===== config.mk =====
export PLATFORM = sky130hd
export DESIGN_NAME = rp_top
export DESIGN_NICKNAME = d
export VERILOG_FILES = /design/src/design/rp_analog_pkg.sv /design/src/design/rp_bus_pkg.sv /design/src/design/rp_top.sv /design/src/design/dac_backend.sv /design/src/design/output_router.sv /design/src/design/adc_frontend.sv /design/src/design/housekeeping.sv /design/src/design/sys_bus_decoder.sv
export SDC_FILE = /design/constraint.sdc
export NUM_CORES = 1
export LEC_CHECK = 0
export ABC_CLOCK_PERIOD_IN_PS = 3000
export BUFFER_PORTS_ARGS = -buffer_cell sky130_fd_sc_hd__buf_2
export CORE_ASPECT_RATIO = 0.8
export CORE_MARGIN = 1
export CORE_UTILIZATION = 30
export CTS_CLUSTER_DIAMETER = 100
export CTS_CLUSTER_SIZE = 8
export DETAILED_ROUTE_END_ITERATION = 10
export GPL_ROUTABILITY_DRIVEN = 1
export PLACE_DENSITY_LB_ADDON = 0.1
export SLEW_MARGIN = 20
export SYNTH_ARGS = -nofsm -noshare
export SYNTH_HDL_FRONTEND = slang
export SYNTH_HIERARCHICAL = 1
export SYNTH_SLANG_ARGS = --single-unit
export TNS_END_PERCENT = 100

===== constraint.sdc =====
create_clock -name adc_clk -period 3 [get_ports adc_clk]
set_input_delay 0.6 -clock adc_clk [delete_from_list [all_inputs] [get_ports adc_clk]]
set_output_delay 0.6 -clock adc_clk [all_outputs]
set_load 0.01 [all_outputs]

===== src/design/rp_analog_pkg.sv =====
// sample format: 14-bit two's complement inside, 14-bit negative-slope offset code on pins
package rp_analog_pkg;

  localparam int SMP_W = 14;

  // clamp limits of the router sum
  localparam logic signed [SMP_W-1:0] SMP_MAX = 14'sh1FFF;  // +8191
  localparam logic signed [SMP_W-1:0] SMP_MIN = 14'sh2000;  // -8192

  // keep msb, flip the rest; same mask works in both directions
  localparam logic [SMP_W-1:0] CONV_MASK = 14'h1FFF;
  // pin code of a zero sample
  localparam logic [SMP_W-1:0] ZERO_CODE = 14'h1FFF;

  // router source select
  typedef enum logic [1:0] {
    SRC_OFF   = 2'd0,  // output forced to zero
    SRC_ADC_A = 2'd1,
    SRC_ADC_B = 2'd2,
    SRC_CONST = 2'd3   // offset alone
  } src_e;

endpackage


===== src/design/rp_bus_pkg.sv =====
// register bus constants; full-word access only, 8 regions on addr[22:20], 20-bit offsets
package rp_bus_pkg;

  //////////////////////////////
  // bus geometry
  //////////////////////////////
  localparam int BUS_AW      = 32;
  localparam int BUS_DW      = 32;
  localparam int REGION_LSB  = 20;  // lowest region bit, also offset width
  localparam int REGION_MSB  = 22;
  localparam int NUM_REGIONS = 8;

  // region numbers, only hk and dsp carry a slave
  typedef enum logic [2:0] {
    REG_HK     = 3'd0,
    REG_SCOPE  = 3'd1,
    REG_ASG    = 3'd2,
    REG_DSP    = 3'd3,
    REG_AMS    = 3'd4,
    REG_SPARE5 = 3'd5,
    REG_SPARE6 = 3'd6,
    REG_SPARE7 = 3'd7
  } region_e;

  //////////////////////////////
  // register map
  //////////////////////////////
  localparam logic [REGION_LSB-1:0] HK_ID_OFS    = 20'h00;  // read only
  localparam logic [REGION_LSB-1:0] HK_LED_OFS   = 20'h04;
  localparam logic [REGION_LSB-1:0] HK_LOOP_OFS  = 20'h08;  // bit 0 only
  localparam logic [REGION_LSB-1:0] RT_SRC_A_OFS = 20'h00;
  localparam logic [REGION_LSB-1:0] RT_SRC_B_OFS = 20'h04;
  localparam logic [REGION_LSB-1:0] RT_OFS_A_OFS = 20'h08;
  localparam logic [REGION_LSB-1:0] RT_OFS_B_OFS = 20'h0C;

  localparam logic [BUS_DW-1:0] HK_ID_VALUE = 32'h5250_0001;  // board id + revision

endpackage

===== src/design/rp_top.sv =====
// single clock top; ADC pins to DAC pins is 3 cycles, only regions 0 and 3 hold registers
`timescale 1ns/1ps

module rp_top (
  input  logic                              adc_clk,
  input  logic                              rst_i,
  // register bus
  input  logic [rp_bus_pkg::BUS_AW-1:0]     sys_addr_i,
  input  logic [rp_bus_pkg::BUS_DW-1:0]     sys_wdata_i,
  input  logic                              sys_wen_i,
  input  logic                              sys_ren_i,
  output logic [rp_bus_pkg::BUS_DW-1:0]     sys_rdata_o,
  output logic                              sys_ack_o,
  output logic                              sys_err_o,
  // converters
  input  logic [rp_analog_pkg::SMP_W-1:0]   adc_dat_a_i,
  input  logic [rp_analog_pkg::SMP_W-1:0]   adc_dat_b_i,
  output logic [rp_analog_pkg::SMP_W-1:0]   dac_dat_a_o,
  output logic [rp_analog_pkg::SMP_W-1:0]   dac_dat_b_o,
  output logic [7:0]                        led_o
);

  // per slave bus wires
  logic                          hk_wen, hk_ren, hk_ack, hk_err;
  logic                          rt_wen, rt_ren, rt_ack, rt_err;
  logic [rp_bus_pkg::BUS_DW-1:0] hk_rdata, rt_rdata;

  // sample path
  logic signed [rp_analog_pkg::SMP_W-1:0] adc_a, adc_b;  // to router
  logic signed [rp_analog_pkg::SMP_W-1:0] out_a, out_b;  // to dac + loop
  logic                                   digital_loop;

  sys_bus_decoder i_dec (
    .adc_clk     (adc_clk),     .rst_i       (rst_i),
    .sys_addr_i  (sys_addr_i),  .sys_wen_i   (sys_wen_i),   .sys_ren_i (sys_ren_i),
    .hk_rdata_i  (hk_rdata),    .hk_ack_i    (hk_ack),      .hk_err_i  (hk_err),
    .rt_rdata_i  (rt_rdata),    .rt_ack_i    (rt_ack),      .rt_err_i  (rt_err),
    .hk_wen_o    (hk_wen),      .hk_ren_o    (hk_ren),
    .rt_wen_o    (rt_wen),      .rt_ren_o    (rt_ren),
    .sys_rdata_o (sys_rdata_o), .sys_ack_o   (sys_ack_o),   .sys_err_o (sys_err_o)
  );

  housekeeping i_hk (
    .adc_clk        (adc_clk),      .rst_i   (rst_i),
    .addr_i         (sys_addr_i[rp_bus_pkg::REGION_LSB-1:0]),
    .wdata_i        (sys_wdata_i),  .wen_i   (hk_wen),  .ren_i (hk_ren),
    .rdata_o        (hk_rdata),     .ack_o   (hk_ack),  .err_o (hk_err),
    .led_o          (led_o),
    .digital_loop_o (digital_loop)
  );

  adc_frontend i_adc (
    .adc_clk        (adc_clk),      .rst_i       (rst_i),
    .adc_dat_a_i    (adc_dat_a_i),  .adc_dat_b_i (adc_dat_b_i),
    .digital_loop_i (digital_loop),
    .loop_a_i       (out_a),        .loop_b_i    (out_b),   // loopback, unregistered
    .adc_a_o        (adc_a),        .adc_b_o     (adc_b)
  );

  output_router i_rt (
    .adc_clk (adc_clk),     .rst_i   (rst_i),
    .addr_i  (sys_addr_i[rp_bus_pkg::REGION_LSB-1:0]),
    .wdata_i (sys_wdata_i), .wen_i   (rt_wen),  .ren_i (rt_ren),
    .adc_a_i (adc_a),       .adc_b_i (adc_b),
    .rdata_o (rt_rdata),    .ack_o   (rt_ack),  .err_o (rt_err),
    .out_a_o (out_a),       .out_b_o (out_b)
  );

  dac_backend i_dac (
    .adc_clk     (adc_clk),      .rst_i       (rst_i),
    .dac_a_i     (out_a),        .dac_b_i     (out_b),
    .dac_dat_a_o (dac_dat_a_o),  .dac_dat_b_o (dac_dat_b_o)
  );

endmodule


===== src/design/dac_backend.sv =====
// two parallel DAC channels, no interleave; output register shows zero code in reset
`timescale 1ns/1ps

module dac_backend (
  input  logic                                   adc_clk,
  input  logic                                   rst_i,
  input  logic signed [rp_analog_pkg::SMP_W-1:0] dac_a_i,
  input  logic signed [rp_analog_pkg::SMP_W-1:0] dac_b_i,
  output logic        [rp_analog_pkg::SMP_W-1:0] dac_dat_a_o,
  output logic        [rp_analog_pkg::SMP_W-1:0] dac_dat_b_o
);

  // two's complement -> neg-slope offset code, then out
  always_ff @(posedge adc_clk)
  begin
    if (rst_i)
    begin
      dac_dat_a_o <= rp_analog_pkg::ZERO_CODE;  // mid scale
      dac_dat_b_o <= rp_analog_pkg::ZERO_CODE;
    end
    else
    begin
      dac_dat_a_o <= dac_a_i ^ rp_analog_pkg::CONV_MASK;  // msb kept
      dac_dat_b_o <= dac_b_i ^ rp_analog_pkg::CONV_MASK;
    end
  end

endmodule


===== src/design/output_router.sv =====
// region 3 slave; per channel src select + offset, sum clamped to 14 bits, 1 cycle latency
`timescale 1ns/1ps

module output_router (
  input  logic                                   adc_clk,
  input  logic                                   rst_i,
  input  logic        [rp_bus_pkg::REGION_LSB-1:0] addr_i,
  input  logic        [rp_bus_pkg::BUS_DW-1:0]   wdata_i,
  input  logic                                   wen_i,
  input  logic                                   ren_i,
  input  logic signed [rp_analog_pkg::SMP_W-1:0] adc_a_i,
  input  logic signed [rp_analog_pkg::SMP_W-1:0] adc_b_i,
  output logic        [rp_bus_pkg::BUS_DW-1:0]   rdata_o,
  output logic                                   ack_o,
  output logic                                   err_o,
  output logic signed [rp_analog_pkg::SMP_W-1:0] out_a_o,
  output logic signed [rp_analog_pkg::SMP_W-1:0] out_b_o
);

  rp_analog_pkg::src_e                    src_a_q;
  rp_analog_pkg::src_e                    src_b_q;
  logic signed [rp_analog_pkg::SMP_W-1:0] ofs_a_q;
  logic signed [rp_analog_pkg::SMP_W-1:0] ofs_b_q;
  logic                                   ofs_ok;

  // pick source, add offset, clamp
  function automatic logic signed [rp_analog_pkg::SMP_W-1:0] route(
    input rp_analog_pkg::src_e                    src,
    input logic signed [rp_analog_pkg::SMP_W-1:0] a,
    input logic signed [rp_analog_pkg::SMP_W-1:0] b,
    input logic signed [rp_analog_pkg::SMP_W-1:0] ofs
  );
    logic signed [rp_analog_pkg::SMP_W-1:0] pick;
    logic signed [rp_analog_pkg::SMP_W:0]   sum;   // one guard bit
    logic signed [rp_analog_pkg::SMP_W-1:0] res;
    case (src)
      rp_analog_pkg::SRC_ADC_A: pick = a;
      rp_analog_pkg::SRC_ADC_B: pick = b;
      default:                  pick = '0;  // const gives offset only
    endcase
    sum = {pick[rp_analog_pkg::SMP_W-1], pick} + {ofs[rp_analog_pkg::SMP_W-1], ofs};
    if (src == rp_analog_pkg::SRC_OFF)
      res = '0;
    else if (sum > rp_analog_pkg::SMP_MAX)
      res = rp_analog_pkg::SMP_MAX;
    else if (sum < rp_analog_pkg::SMP_MIN)
      res = rp_analog_pkg::SMP_MIN;
    else
      res = sum[rp_analog_pkg::SMP_W-1:0];
    return res;
  endfunction

  assign ofs_ok = (addr_i == rp_bus_pkg::RT_SRC_A_OFS) || (addr_i == rp_bus_pkg::RT_SRC_B_OFS) ||
                  (addr_i == rp_bus_pkg::RT_OFS_A_OFS) || (addr_i == rp_bus_pkg::RT_OFS_B_OFS);

  //////////////////////////////
  // config registers
  //////////////////////////////
  always_ff @(posedge adc_clk)
  begin
    if (rst_i)
    begin
      ack_o   <= 1'b0;
      err_o   <= 1'b0;
      src_a_q <= rp_analog_pkg::SRC_OFF;
      src_b_q <= rp_analog_pkg::SRC_OFF;
      ofs_a_q <= '0;
      ofs_b_q <= '0;
    end
    else
    begin
      ack_o <= wen_i | ren_i;
      err_o <= (wen_i | ren_i) & ~ofs_ok;  // unmapped offset
      if (wen_i)
      begin
        case (addr_i)
          rp_bus_pkg::RT_SRC_A_OFS: src_a_q <= rp_analog_pkg::src_e'(wdata_i[1:0]);
          rp_bus_pkg::RT_SRC_B_OFS: src_b_q <= rp_analog_pkg::src_e'(wdata_i[1:0]);
          rp_bus_pkg::RT_OFS_A_OFS: ofs_a_q <= wdata_i[rp_analog_pkg::SMP_W-1:0];
          rp_bus_pkg::RT_OFS_B_OFS: ofs_b_q <= wdata_i[rp_analog_pkg::SMP_W-1:0];
          default: ;
        endcase
      end
    end
  end

  // read back; offsets sign-extended
  always_ff @(posedge adc_clk)
  begin
    if (ren_i)
    begin
      case (addr_i)
        rp_bus_pkg::RT_SRC_A_OFS: rdata_o <= {{(rp_bus_pkg::BUS_DW-2){1'b0}}, src_a_q};
        rp_bus_pkg::RT_SRC_B_OFS: rdata_o <= {{(rp_bus_pkg::BUS_DW-2){1'b0}}, src_b_q};
        rp_bus_pkg::RT_OFS_A_OFS: rdata_o <= 32'(ofs_a_q);
        rp_bus_pkg::RT_OFS_B_OFS: rdata_o <= 32'(ofs_b_q);
        default:                  rdata_o <= '0;
      endcase
    end
  end

  //////////////////////////////
  // sample path
  //////////////////////////////
  always_ff @(posedge adc_clk)
  begin
    if (rst_i)
    begin
      out_a_o <= '0;  // loop starts from zero
      out_b_o <= '0;
    end
    else
    begin
      out_a_o <= route(src_a_q, adc_a_i, adc_b_i, ofs_a_q);
      out_b_o <= route(src_b_q, adc_a_i, adc_b_i, ofs_b_q);
    end
  end

  // a source write must carry a plain src_e code so nothing is cut off when stored
  a_src_legal: assert property (@(posedge adc_clk) disable iff (rst_i)
    (wen_i && (addr_i == rp_bus_pkg::RT_SRC_A_OFS || addr_i == rp_bus_pkg::RT_SRC_B_OFS))
    |-> (wdata_i[rp_bus_pkg::BUS_DW-1:2] == '0))
    else $error("router source write outside src_e range");

endmodule


===== src/design/adc_frontend.sv =====
// pins registered once; loop path is combinational, so router out feeds back in one cycle
`timescale 1ns/1ps

module adc_frontend (
  input  logic                                   adc_clk,
  input  logic                                   rst_i,
  input  logic        [rp_analog_pkg::SMP_W-1:0] adc_dat_a_i,
  input  logic        [rp_analog_pkg::SMP_W-1:0] adc_dat_b_i,
  input  logic                                   digital_loop_i,
  input  logic signed [rp_analog_pkg::SMP_W-1:0] loop_a_i,
  input  logic signed [rp_analog_pkg::SMP_W-1:0] loop_b_i,
  output logic signed [rp_analog_pkg::SMP_W-1:0] adc_a_o,
  output logic signed [rp_analog_pkg::SMP_W-1:0] adc_b_o
);

  logic [rp_analog_pkg::SMP_W-1:0] adc_dat_a;  // raw pin code
  logic [rp_analog_pkg::SMP_W-1:0] adc_dat_b;

  // input stage, starts at zero sample
  always_ff @(posedge adc_clk)
  begin
    if (rst_i)
    begin
      adc_dat_a <= rp_analog_pkg::ZERO_CODE;
      adc_dat_b <= rp_analog_pkg::ZERO_CODE;
    end
    else
    begin
      adc_dat_a <= adc_dat_a_i;
      adc_dat_b <= adc_dat_b_i;
    end
  end

  // neg-slope offset -> two's complement, or loopback from router
  assign adc_a_o = digital_loop_i ? loop_a_i : $signed(adc_dat_a ^ rp_analog_pkg::CONV_MASK);
  assign adc_b_o = digital_loop_i ? loop_b_i : $signed(adc_dat_b ^ rp_analog_pkg::CONV_MASK);

endmodule


===== src/design/housekeeping.sv =====
// region 0 slave; ack one cycle after strobe, full-word writes, ID writes silently dropped
`timescale 1ns/1ps

module housekeeping (
  input  logic                              adc_clk,
  input  logic                              rst_i,
  input  logic [rp_bus_pkg::REGION_LSB-1:0] addr_i,
  input  logic [rp_bus_pkg::BUS_DW-1:0]     wdata_i,
  input  logic                              wen_i,
  input  logic                              ren_i,
  output logic [rp_bus_pkg::BUS_DW-1:0]     rdata_o,
  output logic                              ack_o,
  output logic                              err_o,
  output logic [7:0]                        led_o,
  output logic                              digital_loop_o
);

  logic ofs_ok;  // offset is in the map

  assign ofs_ok = (addr_i == rp_bus_pkg::HK_ID_OFS)  ||
                  (addr_i == rp_bus_pkg::HK_LED_OFS) ||
                  (addr_i == rp_bus_pkg::HK_LOOP_OFS);

  //////////////////////////////
  // control registers + handshake
  //////////////////////////////
  always_ff @(posedge adc_clk)
  begin
    if (rst_i)
    begin
      ack_o          <= 1'b0;
      err_o          <= 1'b0;
      led_o          <= 8'h00;
      digital_loop_o <= 1'b0;  // loop off after reset
    end
    else
    begin
      ack_o <= wen_i | ren_i;               // one-cycle pulse per strobe
      err_o <= (wen_i | ren_i) & ~ofs_ok;
      if (wen_i)
      begin
        case (addr_i)
          rp_bus_pkg::HK_LED_OFS:  led_o          <= wdata_i[7:0];
          rp_bus_pkg::HK_LOOP_OFS: digital_loop_o <= wdata_i[0];
          default: ;  // id or unmapped
        endcase
      end
    end
  end

  // read data, valid with ack
  always_ff @(posedge adc_clk)
  begin
    if (ren_i)
    begin
      case (addr_i)
        rp_bus_pkg::HK_ID_OFS:   rdata_o <= rp_bus_pkg::HK_ID_VALUE;
        rp_bus_pkg::HK_LED_OFS:  rdata_o <= {{(rp_bus_pkg::BUS_DW-8){1'b0}}, led_o};
        rp_bus_pkg::HK_LOOP_OFS: rdata_o <= {{(rp_bus_pkg::BUS_DW-1){1'b0}}, digital_loop_o};
        default:                 rdata_o <= '0;
      endcase
    end
  end

  // holds only while the master waits for each ack
  a_ack_pulse: assert property (@(posedge adc_clk) disable iff (rst_i)
    ack_o |=> !ack_o)
    else $error("housekeeping ack high two cycles");

endmodule


===== src/design/sys_bus_decoder.sv =====
// slave answers must come exactly one cycle after the strobe; no new strobe before the ack
`timescale 1ns/1ps

module sys_bus_decoder (
  input  logic                          adc_clk,
  input  logic                          rst_i,
  input  logic [rp_bus_pkg::BUS_AW-1:0] sys_addr_i,
  input  logic                          sys_wen_i,
  input  logic                          sys_ren_i,
  input  logic [rp_bus_pkg::BUS_DW-1:0] hk_rdata_i,
  input  logic                          hk_ack_i,
  input  logic                          hk_err_i,
  input  logic [rp_bus_pkg::BUS_DW-1:0] rt_rdata_i,
  input  logic                          rt_ack_i,
  input  logic                          rt_err_i,
  output logic                          hk_wen_o,
  output logic                          hk_ren_o,
  output logic                          rt_wen_o,
  output logic                          rt_ren_o,
  output logic [rp_bus_pkg::BUS_DW-1:0] sys_rdata_o,
  output logic                          sys_ack_o,
  output logic                          sys_err_o
);

  rp_bus_pkg::region_e                  region;    // region of this strobe
  rp_bus_pkg::region_e                  region_q;  // region owed an answer
  logic [rp_bus_pkg::NUM_REGIONS-1:0]   cs;        // one-hot chip select
  logic                                 strobe;
  logic                                 spare_hit; // strobe into a slave-less region

  assign region = rp_bus_pkg::region_e'(sys_addr_i[rp_bus_pkg::REGION_MSB:rp_bus_pkg::REGION_LSB]);
  assign cs     = {{(rp_bus_pkg::NUM_REGIONS-1){1'b0}}, 1'b1} << region;
  assign strobe = sys_wen_i | sys_ren_i;

  // strobe fan-out, only the hit slave sees it
  assign hk_wen_o = sys_wen_i & cs[rp_bus_pkg::REG_HK];
  assign hk_ren_o = sys_ren_i & cs[rp_bus_pkg::REG_HK];
  assign rt_wen_o = sys_wen_i & cs[rp_bus_pkg::REG_DSP];
  assign rt_ren_o = sys_ren_i & cs[rp_bus_pkg::REG_DSP];

  assign spare_hit = strobe & ~cs[rp_bus_pkg::REG_HK] & ~cs[rp_bus_pkg::REG_DSP];

  // remember who was addressed, the ack shows up next cycle
  always_ff @(posedge adc_clk)
  begin
    if (rst_i)
      region_q <= rp_bus_pkg::REG_HK;
    else if (strobe)
      region_q <= region;
  end

  //////////////////////////////
  // read-back mux
  //////////////////////////////
  always_comb
  begin
    sys_rdata_o = '0;
    sys_ack_o   = 1'b0;
    sys_err_o   = 1'b0;
    if (spare_hit)
      sys_ack_o = 1'b1;  // empty region, answer now with zero
    else
    begin
      case (region_q)
        rp_bus_pkg::REG_HK:
        begin
          sys_rdata_o = hk_rdata_i;
          sys_ack_o   = hk_ack_i;
          sys_err_o   = hk_err_i;
        end
        rp_bus_pkg::REG_DSP:
        begin
          sys_rdata_o = rt_rdata_i;
          sys_ack_o   = rt_ack_i;
          sys_err_o   = rt_err_i;
        end
        default: ;  // nothing pending
      endcase
    end
  end

  // master side rule
  a_no_dual_strobe: assert property (@(posedge adc_clk) disable iff (rst_i)
    !(sys_wen_i && sys_ren_i))
    else $error("write and read strobe together");

  // slaves must answer on the next edge
  a_slave_ack: assert property (@(posedge adc_clk) disable iff (rst_i)
    (strobe && !spare_hit) |=> sys_ack_o)
    else $error("slave ack missing one cycle after strobe");

endmodule


==> results.txt <==
run status: finished with violations
violations in the final reports: setup timing
switching component of the power: 1220 uW
most frequent cells in the layout: sky130_fd_sc_hd__buf_2, sky130_fd_sc_hd__dfxtp_1, sky130_fd_sc_hd__buf_4, sky130_fd_sc_hd__nand2_1, sky130_fd_sc_hd__a21oi_1
clock network fraction of total power: 47.6%
count of flip-flops with a built-in enable after synthesis: 23
CTS sink cnt: 155
share of synthesized area occupied by flip-flops and latches: 39.9%
Worst EP required: 3370 ps
average cell area after synthesis: 9.04 um2
critical path startpoint category: flop
post-synthesis instance area: 0.00836 mm2
std cell rows: 54
Initial Utilization: 30.6%
Area growth, synth to finish: 39.4%
maximum operating frequency: 321 MHz
Seq cells post-synth: 155
highest routing layer actually used: met4
overall track demand over capacity in global routing: 19.1%
switching fraction of total power: 25.6%
post-route clock period utilization: 104%
slowest library cell on the worst path: sky130_fd_sc_hd__or4_4
worst setup slack after layout: -111 ps
WP data arrival: 3480 ps
routed length on met3: 1070 um
Layout Nets: 1298
htree depth: 4
total routed wirelength: 27200 um
width of the die: 189 um
routed via count divided by cell count: 4.81
RSZ-0062 raised after global routing: true
Post-synth top flop: sky130_fd_sc_hd__dfxtp_1
Core Region: 0.0273 mm2
number of vias after detailed routing: 7426
gate family responsible for the most delay along the worst path: compound AO/OA/AOI/OAI gates
worst hold path class: input pin to flop
TritonCTS clock tree: built
number of violations of the max-capacitance limit: 0
vias in the first global route: 7039
Gate power share: 7.3%
wire length on met2: 11900 um
reported leakage power: 0.00453 uW
setup TNS after final layout: -1310 ps
area enclosed by the die boundary: 0.0286 mm2
first-pass detailed-route iteration total: 5
total buffers and inverters traversed by the critical path: 2
cell internal pwr: 3550 uW
maximum vdd ir drop: 0.000418 V
global-route congestion overflow total: 0
async set-or-reset flop fraction in the synthesized netlist: 0%
first-pass GRT wire length: 40800 um
gate count of the mapped netlist: 925
class of the most critical setup path: flop to flop
maximum clock insertion buffer count: 2
wire per inst: 17.6 um
crit-path cells: buf_12, buf_16, nand2_1, o21ai_4, a22oi_2, nor2b_2, ha_2, a211oi_2, o21a_1, or4_4, a211o_1, mux2_4, o22ai_2
number of setup violations in the final report: 14
GPL Wtd Cong: 0.826
most common cell after layout, fill and taps aside: sky130_fd_sc_hd__buf_2
power density over the cells: 408 mW/mm2
Flop pwr share: 45.1%
number of distinct library cells after synthesis: 72
clock-pin slew on the worst setup and hold paths: 70 ps
Max-Slew Margin vs Limit: 56.5%
count of boundary I/O pins: 166
fraction of layout cells with a size suffix above 1: 41.0%
number of antenna cells inserted: 0
Crit Path Max Fanout: 8
clock latency on the worst-skew pair: 440 ps
number of endpoints with negative hold slack in the final report: 0
initial antenna violation count: 0
nature of the critical path endpoint: flop
time the final worst path needs with I/O delays and setup: 3110 ps
cts bufs inserted: 17
CP max stage delay: 490 ps
DIE HEIGHT: 151 um
Detail Placement HPWL: 19400 um
maximum number of pins on one net before global-route repair: 50
slew at the pin closest to its max-slew limit: 652 ps
number of buffers added on ports: 138
count of synthesis-stage warnings from yosys: 6
final core utilization: 42.7%
number of antenna-violating nets in the routed design: 0
filler instances: 2717
remaining design rule violation count: 0
clock tree root driver cell: sky130_fd_sc_hd__clkbuf_16
total of hold buffers inserted after clock tree synthesis: 0
routed length on met1: 13800 um
worst clock skew on the final layout: 14.2 ps
Max Transition Viols Final: 0
Iteration-0 DRC Markers: 449
path summary, 6_finish.rpt:
path	start	end	slack [ps]	cells after the start
max	i_hk/digital_loop_o	i_rt/out_b_o[4]	-110	13
min	adc_dat_a_i[8]	i_adc/adc_dat_a[8]	340	2
max reg2reg	i_hk/digital_loop_o	i_rt/out_b_o[4]	-110	13
min reg2reg	i_rt/out_a_o[12]	i_dac/dac_dat_a_o[12]	400	1
synthesized netlist by cell type, drive strengths merged (3+ instances only):
master  instances  area (um2)
and3            5        31.3
dfxtp         132        2640
o21a            6        45.0
nor3            6        41.3
nand4           6        37.5
o211ai          4        30.0
and4            6        52.6
a21boi          4        30.0
or2            28         175
nor4           10        96.4
a21o            5        37.5
xor2            9        78.8
nor2b          35         219
mux2i          10         100
inv            18        67.6
a22oi          62         495
nand3          14        70.1
mux2            3        37.5
o22ai          13         144
xnor2          10        87.6
nand2b         29         181
nor2           59         236
o211a           3        30.0
a22o           12         105
edfxtp         23         691
nor3b           3        27.5
o21ai          56         280
a21oi          79         407
and2           16         100
a211oi          5        37.5
ha             34         425
nand2         106         400
clkbuf         20        76.3
buf            69         573
kinds of logic (layout without fill, tap and decap cells):
family | count (synthesis) | in the layout | synth area share, %
buf+inv | 107 | 341 | 8.57
simple gates | 329 | 329 | 20.6
other cells | 1 | 19 | 0.0448
flops | 155 | 155 | 39.9
compound gates | 263 | 264 | 21.2
xor+xnor | 19 | 19 | 1.99
fa+ha+maj | 36 | 36 | 5.57
mux | 15 | 16 | 2.18
registers in the layout, indices dropped and copies added (netlist names), 2 cells and up:
register           count
i_adc/adc_dat_a       14
i_adc/adc_dat_b       14
i_dac/dac_dat_a_o     14
i_dac/dac_dat_b_o     14
i_dec/region_q         3
i_hk/led_o             8
i_hk/rdata_o           9
i_rt/ofs_a_q          14
i_rt/ofs_b_q          14
i_rt/out_a_o          14
i_rt/out_b_o          14
i_rt/rdata_o          14
i_rt/src_a_q           2
i_rt/src_b_q           2
metal layers:
metal  vias up  track usage [%]
met5         -                0
met4         0             5.73
met3        25             4.01
met2       135             28.5
met1      3534             27.3
li1       3732                -
cell type report:
cell class              instances  area (um2)  area share [%]
multi-input cells             683        5090            43.6
repair buffers                291        2100            18.0
clock buffers                  17         425            3.65
well taps                     364         455            3.91
flip-flops and latches        155        3340            28.7
clock inverters                15         178            1.52
inverters                      18        67.6           0.579
timing repair:
item                       4_1_cts  5_1_grt
pin swaps                       40       32
resized for setup               82       95
hold endpoints to repair         0        0
setup buffers                   14       14
cloned                           7        2
setup endpoints to repair       26       27
per-stage QoR:
step	hold slack [ps]	worst slack [ps]	instance area (um2)	cells	total power [uW]
2_1_floorplan	370	4.09	8550	943	2410
4_1_cts	318	-127	11100	1528	4820
6_report	340	-111	11700	1543	4760
5_1_grt	331	-197	11700	1543	4950
3_3_place_gp	379	-228	9980	1476	2530
3_5_place_dp	384	-240	9980	1476	2530
worst reg2reg max path: stages (launching register included):
cell,delay (ps)
sky130_fd_sc_hd__dfxtp_4,370
sky130_fd_sc_hd__buf_12,150
sky130_fd_sc_hd__buf_16,160
sky130_fd_sc_hd__nand2_1,110
sky130_fd_sc_hd__o21ai_4,90
sky130_fd_sc_hd__a22oi_2,200
sky130_fd_sc_hd__nor2b_2,80
sky130_fd_sc_hd__ha_2,330
sky130_fd_sc_hd__a211oi_2,70
sky130_fd_sc_hd__o21a_1,210
sky130_fd_sc_hd__or4_4,490
sky130_fd_sc_hd__a211o_1,330
sky130_fd_sc_hd__mux2_4,350
sky130_fd_sc_hd__o22ai_2,100
power groups by stage:
stage	Sequential, uW	Clock (uW)	Combinational, uW
after floorplan	2190	0	219
after global placement	2190	0	335
after detailed placement	2190	0	335
after CTS	2150	2330	343
after global routing	2150	2410	382
final	2150	2270	347
(Power assumes the default switching activity.)
